<file path="src/source/isa_pkg.sv">
package isa_pkg;

   typedef logic [31:0] word_t;
   typedef logic [4:0]  reg_idx_t;
   typedef logic [5:0]  exccode_t;

   ////////////////////
   // instruction formats

   typedef struct packed {
      logic [16:0] op;
      reg_idx_t    rk;
      reg_idx_t    rj;
      reg_idx_t    rd;
   } fmt_3r_t;

   typedef struct packed {
      logic [9:0]  op;
      logic [11:0] imm12;
      reg_idx_t    rj;
      reg_idx_t    rd;
   } fmt_2ri12_t;

   typedef struct packed {
      logic [6:0]  op;
      logic [19:0] imm20;
      reg_idx_t    rd;
   } fmt_1ri20_t;

   // b and bl keep offs[25:16] where beq/bne keep rj and rd
   typedef struct packed {
      logic [5:0]  op;
      logic [15:0] offs16;
      reg_idx_t    rj;
      reg_idx_t    rd;
   } fmt_i26_t;

   typedef union packed {
      fmt_3r_t    fmt_3r;
      fmt_2ri12_t fmt_2ri12;
      fmt_1ri20_t fmt_1ri20;
      fmt_i26_t   fmt_i26;
   } inst_u;

   ////////////////////
   // major opcodes

   localparam logic [16:0] op_add_w     = 17'h00020;
   localparam logic [16:0] op_sub_w     = 17'h00022;
   localparam logic [16:0] op_and       = 17'h00029;
   localparam logic [16:0] op_or        = 17'h0002a;
   localparam logic [16:0] op_xor       = 17'h0002b;
   localparam logic [16:0] op_break     = 17'h00054;
   localparam logic [16:0] op_syscall   = 17'h00056;
   localparam logic [9:0]  op_addi_w    = 10'h00a;
   localparam logic [9:0]  op_ori       = 10'h00e;
   localparam logic [9:0]  op_ld_w      = 10'h0a2;
   localparam logic [9:0]  op_st_w      = 10'h0a6;
   localparam logic [6:0]  op_lu12i_w   = 7'h0a;
   localparam logic [6:0]  op_pcaddu12i = 7'h0e;
   localparam logic [5:0]  op_b         = 6'h14;
   localparam logic [5:0]  op_bl        = 6'h15;
   localparam logic [5:0]  op_beq       = 6'h16;
   localparam logic [5:0]  op_bne       = 6'h17;

   // exception codes raised in decode
   localparam exccode_t exc_sys = 6'd11;
   localparam exccode_t exc_brk = 6'd12;
   localparam exccode_t exc_ine = 6'd13;

   // link register for bl
   localparam reg_idx_t ra_idx = 5'd1;

endpackage
</file>
<file path="src/source/dec_pkg.sv">
package dec_pkg;

   import isa_pkg::*;

   ////////////////////
   // unit and operation codes

   typedef enum logic [1:0] {
      unit_alu = 2'd0,
      unit_lsu = 2'd1,
      unit_bru = 2'd2
   } unit_e;

   typedef enum logic [2:0] {
      alu_add    = 3'd0,
      alu_sub    = 3'd1,
      alu_and    = 3'd2,
      alu_or     = 3'd3,
      alu_xor    = 3'd4,
      alu_pass_b = 3'd5
   } alu_op_e;

   typedef enum logic {
      lsu_load  = 1'b0,
      lsu_store = 1'b1
   } lsu_op_e;

   typedef enum logic [1:0] {
      bru_beq = 2'd0,
      bru_bne = 2'd1,
      bru_b   = 2'd2,
      bru_bl  = 2'd3
   } bru_op_e;

   typedef enum logic [2:0] {
      imm_none    = 3'd0,
      imm_si12    = 3'd1,
      imm_ui12    = 3'd2,
      imm_si20_hi = 3'd3,
      imm_offs16  = 3'd4,
      imm_offs26  = 3'd5
   } imm_kind_e;

   ////////////////////
   // decode result

   typedef struct packed {
      unit_e     unit;
      alu_op_e   alu_op;
      lsu_op_e   lsu_op;
      bru_op_e   bru_op;
      imm_kind_e imm_kind;
      logic      gr_wen;
      logic      rd_read;   // second source is rd
      logic      pc_rel;
      logic      syscall;
      logic      brk;
      logic      ine;
   } dec_res_t;

   ////////////////////
   // execute-stage bundles

   typedef struct packed {
      logic    wen;
      word_t   a;
      word_t   b;
      alu_op_e op;
      logic    b_imm;
   } alu_bundle_t;

   typedef struct packed {
      logic     valid;
      lsu_op_e  op;
      logic     wen;
      reg_idx_t rd;
      word_t    imm;
   } lsu_bundle_t;

   typedef struct packed {
      logic    valid;
      bru_op_e op;
      word_t   offset;
   } bru_bundle_t;

   typedef struct packed {
      logic     exception;
      exccode_t exccode;
   } exc_bundle_t;

endpackage

</file>
<file path="src/source/dec_d2e_reg.sv">
`timescale 1ns/10ps

module dec_d2e_reg
   import isa_pkg::*, dec_pkg::*;
(
   input  logic        clk,
   input  logic        rst_n,
   input  alu_bundle_t alu_d,
   input  lsu_bundle_t lsu_d,
   input  bru_bundle_t bru_d,
   input  exc_bundle_t exc_d,
   input  reg_idx_t    rf_target_d,
   input  reg_idx_t    rs1_d,
   input  reg_idx_t    rs2_d,
   output alu_bundle_t alu_e,
   output lsu_bundle_t lsu_e,
   output bru_bundle_t bru_e,
   output exc_bundle_t exc_e,
   output reg_idx_t    rf_target_e,
   output reg_idx_t    rs1_e,
   output reg_idx_t    rs2_e
);

   // control
   logic alu_wen_q;
   logic lsu_vld_q;
   logic lsu_wen_q;
   logic bru_vld_q;
   logic exc_q;

   // payload
   word_t    alu_a_q;
   word_t    alu_b_q;
   alu_op_e  alu_op_q;
   logic     alu_b_imm_q;
   lsu_op_e  lsu_op_q;
   reg_idx_t lsu_rd_q;
   word_t    lsu_imm_q;
   bru_op_e  bru_op_q;
   word_t    bru_offs_q;
   exccode_t exccode_q;
   reg_idx_t rf_target_q;
   reg_idx_t rs1_q;
   reg_idx_t rs2_q;

   always_ff @(posedge clk or negedge rst_n) begin
      if (!rst_n) begin
         alu_wen_q <= 1'b0;
         lsu_vld_q <= 1'b0;
         lsu_wen_q <= 1'b0;
         bru_vld_q <= 1'b0;
         exc_q     <= 1'b0;
      end else begin
         alu_wen_q <= alu_d.wen;
         lsu_vld_q <= lsu_d.valid;
         lsu_wen_q <= lsu_d.wen;
         bru_vld_q <= bru_d.valid;
         exc_q     <= exc_d.exception;
      end
   end

   always_ff @(posedge clk) begin
      alu_a_q     <= alu_d.a;
      alu_b_q     <= alu_d.b;
      alu_op_q    <= alu_d.op;
      alu_b_imm_q <= alu_d.b_imm;
      lsu_op_q    <= lsu_d.op;
      lsu_rd_q    <= lsu_d.rd;
      lsu_imm_q   <= lsu_d.imm;
      bru_op_q    <= bru_d.op;
      bru_offs_q  <= bru_d.offset;
      exccode_q   <= exc_d.exccode;
      rf_target_q <= rf_target_d;
      rs1_q       <= rs1_d;
      rs2_q       <= rs2_d;
   end

   ////////////////////
   // e-stage bundles

   assign alu_e = '{wen: alu_wen_q, a: alu_a_q, b: alu_b_q, op: alu_op_q, b_imm: alu_b_imm_q};
   assign lsu_e = '{valid: lsu_vld_q, op: lsu_op_q, wen: lsu_wen_q, rd: lsu_rd_q,
                    imm: lsu_imm_q};
   assign bru_e = '{valid: bru_vld_q, op: bru_op_q, offset: bru_offs_q};
   assign exc_e = '{exception: exc_q, exccode: exccode_q};

   assign rf_target_e = rf_target_q;
   assign rs1_e       = rs1_q;
   assign rs2_e       = rs2_q;

endmodule

</file>
<file path="src/source/dec_dispatch.sv">
`timescale 1ns/10ps

module dec_dispatch
   import isa_pkg::*, dec_pkg::*;
(
   input  inst_u       inst,
   input  word_t       pc,
   input  logic        inst_vld,
   input  dec_res_t    res,
   input  word_t       imm,
   input  word_t       br_offs,
   input  word_t       rs1_data,
   input  word_t       rs2_data,
   output reg_idx_t    rs1_d,
   output reg_idx_t    rs2_d,
   output reg_idx_t    rf_target_d,
   output alu_bundle_t alu_d,
   output lsu_bundle_t lsu_d,
   output bru_bundle_t bru_d,
   output exc_bundle_t exc_d
);

   logic exc_any;
   logic issue;
   logic alu_go;
   logic lsu_go;
   logic bru_go;
   logic b_imm;

   ////////////////////
   // exceptions

   assign exc_any = res.syscall | res.brk | res.ine;

   assign exc_d.exception = inst_vld & exc_any;

   // syscall wins over break and break over ine
   always_comb begin
      if (res.syscall) begin
         exc_d.exccode = exc_sys;
      end else if (res.brk) begin
         exc_d.exccode = exc_brk;
      end else if (res.ine) begin
         exc_d.exccode = exc_ine;
      end else begin
         exc_d.exccode = '0;
      end
   end

   ////////////////////
   // unit select

   // nothing dispatches on an empty slot or a faulting word
   assign issue  = inst_vld & ~exc_any;
   assign alu_go = issue & (res.unit == unit_alu);
   assign lsu_go = issue & (res.unit == unit_lsu);
   assign bru_go = issue & (res.unit == unit_bru);

   // register indices
   assign rs1_d = inst.fmt_3r.rj;
   assign rs2_d = res.rd_read ? inst.fmt_3r.rd : inst.fmt_3r.rk;

   assign rf_target_d = (res.unit == unit_bru && res.bru_op == bru_bl) ?
                        ra_idx : inst.fmt_3r.rd;

   ////////////////////
   // alu operands

   assign b_imm = (res.imm_kind != imm_none) & alu_go;

   assign alu_d.wen   = alu_go & res.gr_wen;
   assign alu_d.a     = res.pc_rel ? pc : rs1_data;
   assign alu_d.b     = b_imm ? imm : rs2_data;
   assign alu_d.op    = res.alu_op;
   assign alu_d.b_imm = b_imm;

   // lsu
   assign lsu_d.valid = lsu_go;
   assign lsu_d.op    = res.lsu_op;
   assign lsu_d.wen   = lsu_go & res.gr_wen;
   assign lsu_d.rd    = rf_target_d;
   assign lsu_d.imm   = imm;

   // bru
   assign bru_d.valid  = bru_go;
   assign bru_d.op     = res.bru_op;
   assign bru_d.offset = br_offs;

endmodule

</file>
<file path="src/source/dec_imm.sv">
`timescale 1ns/10ps

module dec_imm
   import isa_pkg::*, dec_pkg::*;
(
   input  inst_u    inst,
   input  dec_res_t res,
   output word_t    imm,
   output word_t    br_offs
);

   logic [11:0] imm12;
   logic [19:0] imm20;
   logic [15:0] offs16;
   logic [9:0]  offs_hi;

   assign imm12   = inst.fmt_2ri12.imm12;
   assign imm20   = inst.fmt_1ri20.imm20;
   assign offs16  = inst.fmt_i26.offs16;
   // b/bl keep the upper offset bits in the rj/rd slots
   assign offs_hi = {inst.fmt_i26.rj, inst.fmt_i26.rd};

   // alu and lsu immediate
   always_comb begin
      case (res.imm_kind)
         imm_si12:    imm = {{20{imm12[11]}}, imm12};
         imm_ui12:    imm = {20'd0, imm12};
         imm_si20_hi: imm = {imm20, 12'd0};
         default:     imm = '0;
      endcase
   end

   // branch offset, word aligned
   always_comb begin
      case (res.imm_kind)
         imm_offs16: br_offs = {{14{offs16[15]}}, offs16, 2'b00};
         imm_offs26: br_offs = {{4{offs_hi[9]}}, offs_hi, offs16, 2'b00};
         default:    br_offs = '0;
      endcase
   end

endmodule

</file>
<file path="src/source/dec_opcode.sv">
`timescale 1ns/10ps

module dec_opcode
   import isa_pkg::*, dec_pkg::*;
(
   input  inst_u    inst,
   output dec_res_t res
);

   always_comb begin
      // default is an alu add with no write and no immediate
      res = '0;

      ////////////////////
      // 3r register-register and traps
      if (inst.fmt_3r.op == op_add_w) begin
         res.alu_op = alu_add;
         res.gr_wen = 1'b1;
      end else if (inst.fmt_3r.op == op_sub_w) begin
         res.alu_op = alu_sub;
         res.gr_wen = 1'b1;
      end else if (inst.fmt_3r.op == op_and) begin
         res.alu_op = alu_and;
         res.gr_wen = 1'b1;
      end else if (inst.fmt_3r.op == op_or) begin
         res.alu_op = alu_or;
         res.gr_wen = 1'b1;
      end else if (inst.fmt_3r.op == op_xor) begin
         res.alu_op = alu_xor;
         res.gr_wen = 1'b1;
      end else if (inst.fmt_3r.op == op_syscall) begin
         res.syscall = 1'b1;
      end else if (inst.fmt_3r.op == op_break) begin
         res.brk = 1'b1;

      ////////////////////
      // 2ri12 alu and memory
      end else if (inst.fmt_2ri12.op == op_addi_w) begin
         res.alu_op   = alu_add;
         res.imm_kind = imm_si12;
         res.gr_wen   = 1'b1;
      end else if (inst.fmt_2ri12.op == op_ori) begin
         res.alu_op   = alu_or;
         res.imm_kind = imm_ui12;
         res.gr_wen   = 1'b1;
      end else if (inst.fmt_2ri12.op == op_ld_w) begin
         res.unit     = unit_lsu;
         res.lsu_op   = lsu_load;
         res.imm_kind = imm_si12;
         res.gr_wen   = 1'b1;
      end else if (inst.fmt_2ri12.op == op_st_w) begin
         res.unit     = unit_lsu;
         res.lsu_op   = lsu_store;
         res.imm_kind = imm_si12;
         res.rd_read  = 1'b1;   // store data comes from rd

      ////////////////////
      // 1ri20 upper immediates
      end else if (inst.fmt_1ri20.op == op_lu12i_w) begin
         res.alu_op   = alu_pass_b;
         res.imm_kind = imm_si20_hi;
         res.gr_wen   = 1'b1;
      end else if (inst.fmt_1ri20.op == op_pcaddu12i) begin
         res.alu_op   = alu_add;
         res.imm_kind = imm_si20_hi;
         res.pc_rel   = 1'b1;
         res.gr_wen   = 1'b1;

      ////////////////////
      // branches
      end else if (inst.fmt_i26.op == op_beq) begin
         res.unit     = unit_bru;
         res.bru_op   = bru_beq;
         res.imm_kind = imm_offs16;
         res.rd_read  = 1'b1;
      end else if (inst.fmt_i26.op == op_bne) begin
         res.unit     = unit_bru;
         res.bru_op   = bru_bne;
         res.imm_kind = imm_offs16;
         res.rd_read  = 1'b1;
      end else if (inst.fmt_i26.op == op_b) begin
         res.unit     = unit_bru;
         res.bru_op   = bru_b;
         res.imm_kind = imm_offs26;
      end else if (inst.fmt_i26.op == op_bl) begin
         res.unit     = unit_bru;
         res.bru_op   = bru_bl;
         res.imm_kind = imm_offs26;
         res.gr_wen   = 1'b1;   // link write to r1
      end else begin
         // outside the supported subset
         res.ine = 1'b1;
      end
   end

endmodule

</file>
<file path="src/source/ifu_dec.sv">
`timescale 1ns/10ps

module ifu_dec
   import isa_pkg::*, dec_pkg::*;
(
   input  logic        clk,
   input  logic        rst_n,
   input  word_t       inst,
   input  word_t       pc,
   input  logic        inst_vld,
   input  word_t       rs1_data,
   input  word_t       rs2_data,
   output reg_idx_t    rs1_d,
   output reg_idx_t    rs2_d,
   output alu_bundle_t alu_e,
   output lsu_bundle_t lsu_e,
   output bru_bundle_t bru_e,
   output exc_bundle_t exc_e,
   output reg_idx_t    rf_target_e,
   output reg_idx_t    rs1_e,
   output reg_idx_t    rs2_e
);

   dec_res_t    res;
   word_t       imm;
   word_t       br_offs;
   reg_idx_t    rf_target_d;
   alu_bundle_t alu_d;
   lsu_bundle_t lsu_d;
   bru_bundle_t bru_d;
   exc_bundle_t exc_d;

   ////////////////////
   // decode stage

   dec_opcode u_opcode (
      .inst (inst),
      .res  (res)
   );

   dec_imm u_imm (
      .inst    (inst),
      .res     (res),
      .imm     (imm),
      .br_offs (br_offs)
   );

   dec_dispatch u_dispatch (
      .inst        (inst),
      .pc          (pc),
      .inst_vld    (inst_vld),
      .res         (res),
      .imm         (imm),
      .br_offs     (br_offs),
      .rs1_data    (rs1_data),
      .rs2_data    (rs2_data),
      .rs1_d       (rs1_d),
      .rs2_d       (rs2_d),
      .rf_target_d (rf_target_d),
      .alu_d       (alu_d),
      .lsu_d       (lsu_d),
      .bru_d       (bru_d),
      .exc_d       (exc_d)
   );

   // d to e boundary
   dec_d2e_reg u_d2e (
      .clk         (clk),
      .rst_n       (rst_n),
      .alu_d       (alu_d),
      .lsu_d       (lsu_d),
      .bru_d       (bru_d),
      .exc_d       (exc_d),
      .rf_target_d (rf_target_d),
      .rs1_d       (rs1_d),
      .rs2_d       (rs2_d),
      .alu_e       (alu_e),
      .lsu_e       (lsu_e),
      .bru_e       (bru_e),
      .exc_e       (exc_e),
      .rf_target_e (rf_target_e),
      .rs1_e       (rs1_e),
      .rs2_e       (rs2_e)
   );

endmodule

</file>
<file path="config.mk">
export PLATFORM = sky130hd
export DESIGN_NAME = ifu_dec
export DESIGN_NICKNAME = d
export VERILOG_FILES = /design/src/source/isa_pkg.sv /design/src/source/dec_pkg.sv /design/src/source/dec_d2e_reg.sv /design/src/source/dec_dispatch.sv /design/src/source/dec_imm.sv /design/src/source/dec_opcode.sv /design/src/source/ifu_dec.sv
export SDC_FILE = /design/constraint.sdc
export NUM_CORES = 1
export LEC_CHECK = 0
export BUFFER_PORTS_ARGS = -buffer_cell sky130_fd_sc_hd__buf_2
export CORE_AREA = 2 2 118 120
export DETAILED_ROUTE_END_ITERATION = 10
export DIE_AREA = 0 0 120 122
export PLACE_DENSITY = 0.78
export SETUP_SLACK_MARGIN = 0.15
export SLEW_MARGIN = 20
export SYNTH_ARGS = -nofsm -noshare
export SYNTH_HDL_FRONTEND = slang
export SYNTH_SLANG_ARGS = --single-unit
</file>
<file path="constraint.sdc">
create_clock -name clk -period 1.6 [get_ports clk]
set_input_delay 0.08 -clock clk [delete_from_list [all_inputs] [get_ports clk]]
set_output_delay 0.08 -clock clk [all_outputs]
set_load 0.02 [all_outputs]
</file>
* After elaboration in Yosys (flattened, before gate mapping)
Index checks and enable logic that the tools add are counted.
Storage, ports and cells: register bits 159, ROM bits 0, memories 0, latch bits 0, memory bits (writable) 0
Operators by class: shifts and indexed selects 0, multiplexer cells 110, magnitude comparators 0, equal/unequal tests 25, div/mod/pow operators 0, multipliers 0, reduce and logical (&&, ||, !) cells 7, bitwise operators 11, $add $sub $neg 0
Operators by type and width (number):
- $mux W6 | 17
- $pmux W32 S3 | 1
- $eq A17 B6 Y1 const B | 5
- $mux W5 | 14
- $mux W32 | 2
- $pmux W32 S2 | 1
- $mux W2 | 26
- $eq A17 B7 Y1 const B | 2
- $mux W1 | 31
- $mux W3 | 10
- $mux W14 | 2
- $eq A6 B5 Y1 const B | 4
- $mux W4 | 6
- $eq A10 B4 Y1 const B | 2
- $eq A10 B8 Y1 const B | 2
- $eq A7 B4 Y1 const B | 2
- $reduce_or A10 Y1 | 1
- $and A1 B1 Y1 | 8
- $eq A3 B2 Y1 const B | 2
- $eq A3 B3 Y1 const B | 2
- $eq A2 B2 Y1 const B | 2
- $reduce_or A2 Y1 | 2
- $reduce_or A4 Y1 | 1
- $eq A3 B1 Y1 const B | 1
- other kinds (6) | 7

* Depth between registers and ports, before layout
depth in word-level cells 41, gate-level depth with buffers 8, depth with buffers taken out 5

* Modules after synthesis
Synthesis repeated with hierarchy kept, for this count alone.
Unflattened totals: cell total of the unflattened synthesis 514, area, all modules 6042.0 um^2
Modules (own cells, without submodules):
- dec_d2e_reg | area an instance 3400.8 um^2, sequential area each 3348.2 um^2, times used 1, cells an instance 173
- dec_dispatch | area an instance 1730.4 um^2, sequential area each 0.0 um^2, times used 1, cells an instance 184
- dec_imm | area an instance 591.8 um^2, sequential area each 0.0 um^2, times used 1, cells an instance 113
- dec_opcode | area an instance 319.1 um^2, sequential area each 0.0 um^2, times used 1, cells an instance 44

* Worst setup path before layout
Ideal clock, no wire load.
kind input to register, start input inst[26], end register u_d2e.alu_b_q[13], data arrival time 1814 ps, slack -335 ps, required time 1479 ps, setup time 121 ps, stages on the path 8, cell sequence or3_1 buf_2 a211oi_4 nor3_2 or3_1 buf_6 buf_6 mux2_4
RTL lines:
- from (decl) | RTL line ifu_dec.sv:8 | input word_t inst,
- to (signal assigned) | RTL line dec_d2e_reg.sv:64 | alu_b_q <= alu_d.b;
- to (decl) | RTL line dec_d2e_reg.sv:33 | word_t alu_b_q;

==> results.sh <==
export IMPL_synth_seq_area_share_pct=60.9
export IMPL_startpoint_type="input pin"
export IMPL_synth_avg_cell_area_sq_um=12.4
export IMPL_firstDrtPassIters=5
export IMPL_final_cell_mix="buf_2, dfxtp_1, dlygate4sd3_1"
export IMPL_drc_errors=0
export IMPL_maxCapViolations=0
export IMPL_post_dp_hpwl_microns=12300
export IMPL_yosys_area_top_type="dfxtp_1"
export IMPL_fillers=939
export IMPL_synth_edf_count=0
export IMPL_whs_path_depth=3
export IMPL_initial_core_util_pct=37.6
export IMPL_netlist_area_sq_um=5070
export IMPL_status="complete, but fails checks"
export IMPL_cp_data_arrival_time_ns=2.01
export IMPL_crit_fanout=8
export IMPL_htree_levels=4
export IMPL_netlist_cell_type_count=42
export IMPL_drive_above_1_share_pct=53.2
export IMPL_stdcell_count=1059
export IMPL_violations="negative setup slack"
export IMPL_fin_ws_ns=-0.107
export IMPL_final_hold_violation_count=0
export IMPL_die_x_microns=120
export IMPL_grt_max_degree=33
export IMPL_setup_violations=25
export IMPL_vias_per_cell=4.68
export IMPL_async_reset_ff_share_pct=3.27
export IMPL_layout_nets=996
export IMPL_cts_buffers=17
export IMPL_timing_final_max_slew_violations=0
export IMPL_placed_cells=887
export IMPL_cpMostUsedCell="buf_6"
export IMPL_ff_latch_area_sq_um=3090
export IMPL_min_path_type="input pin to flip-flop"
export IMPL_clock_sinks=153
export IMPL_grt_pass1_vias=5236
export IMPL_ys_warn_count=0
export IMPL_finalCritPeriodShare_pct=107
export IMPL_postRouteAntennaNets=0
export IMPL_utilization_pct=67.8
export IMPL_yosysTopAreaCellShare_pct=58.4
export IMPL_end_kind="flip-flop"
export IMPL_die_area_sq_um=14600
export IMPL_cp_slowest_cell="or3_4"
export IMPL_place_congestion=0.898
export IMPL_overflow=0
export IMPL_core_area_sq_um=13500
export IMPL_clk_pin_slew_ns=0.06
export IMPL_cts_root_buf="clkbuf_16"
export IMPL_critPathTopFamily="simple AND/OR/NAND/NOR gates"
export IMPL_worst_slew_pin_slew_ns=0.519
export IMPL_syn_inst=408
export IMPL_grt_setup_unrepaired="yes"
export IMPL_slew_headroom_pct=65.2
export IMPL_ir_worst_vdd_mv=0.878
export IMPL_p_per_area_nw_per_um2=1030
export IMPL_worst_ep_required_time_ns=1.90
export IMPL_fmax_mhz=586
export IMPL_cts_tree="yes"
export IMPL_port_buffers=302
export IMPL_grt_antenna_before_repair=1
export IMPL_wirelength_microns=20200
export IMPL_setup_tns_ns=-1.79
export IMPL_synth_main_ff_cell="dfxtp_1"
export IMPL_leakage_nw=4.80
export IMPL_synthTopCellsByArea="dfxtp_1, mux2_2, mux2_4, a21o_1, and2_1"
export IMPL_holdPathEnd="u_d2e.bru_offs_q[11]"
export IMPL_via_count=4951
export IMPL_grt_pass1_wl_microns=28600
export IMPL_path_buf_inv=5
export IMPL_row_count=43
export IMPL_crit_path_cell_trace="buf_6 -> buf_6 -> nand3b_1 -> buf_6 -> a211oi_4 -> nor3_2 -> or3_4 -> buf_12 -> buf_16 -> mux2_4"
export IMPL_crit_type="input pin to flip-flop"
export IMPL_hold_start="inst[19]"
export IMPL_final_common_cell="buf_2"
export IMPL_ys_seq_elements=153
export IMPL_syn_to_final_growth_pct=80.4
export IMPL_min_period_ns=1.71
export IMPL_drt_iter0_drc=199
export IMPL_cpPeakStageDelay_ns=0.39
export IMPL_clockBufferDepth=2
export IMPL_ios=307
export IMPL_grt_use_total_pct=26.7
export IMPL_wl_per_cell_microns=19.1
export IMPL_multiInputGateArea_sq_um=1790
export IMPL_die_height_microns=122
-- synthesized netlist by cell type, types with 2 or more instances --
library cell / count
dfxtp_1: 148
mux2_2: 40
and2_1: 36
a21o_1: 30
buf_4: 25
mux2_4: 16
clkbuf_1: 13
a22o_1: 12
nand2_1: 10
nor2_1: 8
o21ai_0: 8
nor3_1: 7
dfrtp_1: 5
nand2b_1: 5
or3_1: 4
buf_1: 3
buf_2: 3
buf_6: 3
inv_1: 3
nor2b_1: 3
nor4_1: 3
and3_1: 2
nand4_1: 2
-- area by class of cell --
cell class / instances / share of cell area [%]
inverters: 3 / 0.123
diodes: 1 / 0.0273
clock inverters: 9 / 1.49
repair buffers: 482 / 37.2
well taps: 180 / 2.46
flip-flops and latches: 153 / 33.7
multi-input cells: 208 / 19.6
clock buffers: 23 / 5.35
-- cell families (layout without fill, tap and decap cells) --
family | Yosys count | after routing | synth area share (%)
AO/OA/AOI/OAI | 56 | 56 | 8.39
XOR/XNOR | 1 | 1 | 0.173
buffers and inverters | 50 | 517 | 6.07
flip-flops | 153 | 153 | 60.9
multiplexers | 57 | 57 | 13.8
other | 1 | 5 | 0.0739
AND/OR/NAND/NOR | 90 | 90 | 10.6
-- how the worst max path moves through the flow --
stage               startpoint           endpoint  cells after the start  slack, ns
floorplan             inst[26]  u_d2e.alu_b_q[13]                      8      -0.28
global placement      inst[31]  u_d2e.alu_b_q[21]                      7      -0.42
detailed placement    inst[27]  u_d2e.alu_b_q[20]                      7      -0.45
CTS                   inst[22]           rs2_d[1]                      7      -0.05
global route          inst[25]  u_d2e.alu_b_q[19]                     10      -0.10
finish                inst[25]  u_d2e.alu_b_q[19]                     10      -0.11
-- timing repair --
action | in CTS | in global routing
pin swaps | 17 | 3
setup buffers | 15 | 2
hold buffers | 118 | 0
gates resized for setup | 45 | 15
hold endpoints to repair | 117 | 0
endpoints found under the setup margin | 50 | 83
cloned | 4 | 0
-- power breakdown --
| group | internal (mW) | switching (mW) | leakage, nW |
|---|---|---|---|
| logic | 0.629 | 0.578 | 3.21 |
| clock network | 2.64 | 1.56 | 0.299 |
| registers | 3.95 | 0.0439 | 1.29 |
| total | 7.22 | 2.18 | 4.80 |
-- flip-flops by register name, summed over array words and instances (netlist names) --
| signal | flops |
|---|---|
| u_d2e.alu_a_q | 32 |
| u_d2e.alu_b_imm_q | 1 |
| u_d2e.alu_b_q | 32 |
| u_d2e.alu_op_q | 3 |
| u_d2e.alu_wen_q | 1 |
| u_d2e.bru_offs_q | 26 |
| u_d2e.bru_op_q | 2 |
| u_d2e.bru_vld_q | 1 |
| u_d2e.exc_q | 1 |
| u_d2e.exccode_q | 4 |
| u_d2e.lsu_imm_q | 32 |
| u_d2e.lsu_op_q | 1 |
| u_d2e.lsu_rd_q | 5 |
| u_d2e.lsu_vld_q | 1 |
| u_d2e.lsu_wen_q | 1 |
| u_d2e.rs1_e | 5 |
| u_d2e.rs2_e | 5 |
-- tightest hold or removal path, cell delays in order --
cell	delay [ns]
buf_2	0.11
buf_4	0.12
and2_1	0.11
-- metrics by stage --
step	total power, mW	setup slack, ns	area (sq um)	hold slack [ns]
floorplan	4.52	-0.282	5100	-0.216
global placement	4.93	-0.417	6870	-0.105
detailed placement	4.94	-0.451	6870	-0.102
CTS	9.42	-0.0529	9070	0.0332
global route	9.72	-0.100	9150	0.0356
finish	9.41	-0.107	9150	0.0437
-- layer usage --
layer | GRT usage (%) | wire [microns] | vias to the layer above
met4 | 14.4 | 797 | 0
met5 | 0 | 0 | -
met2 | 49.4 | 10600 | 282
met1 | 25.1 | 7040 | 2335
met3 | 10.4 | 1730 | 54
li1 | - | - | 2280
(Power assumes the default switching activity.)
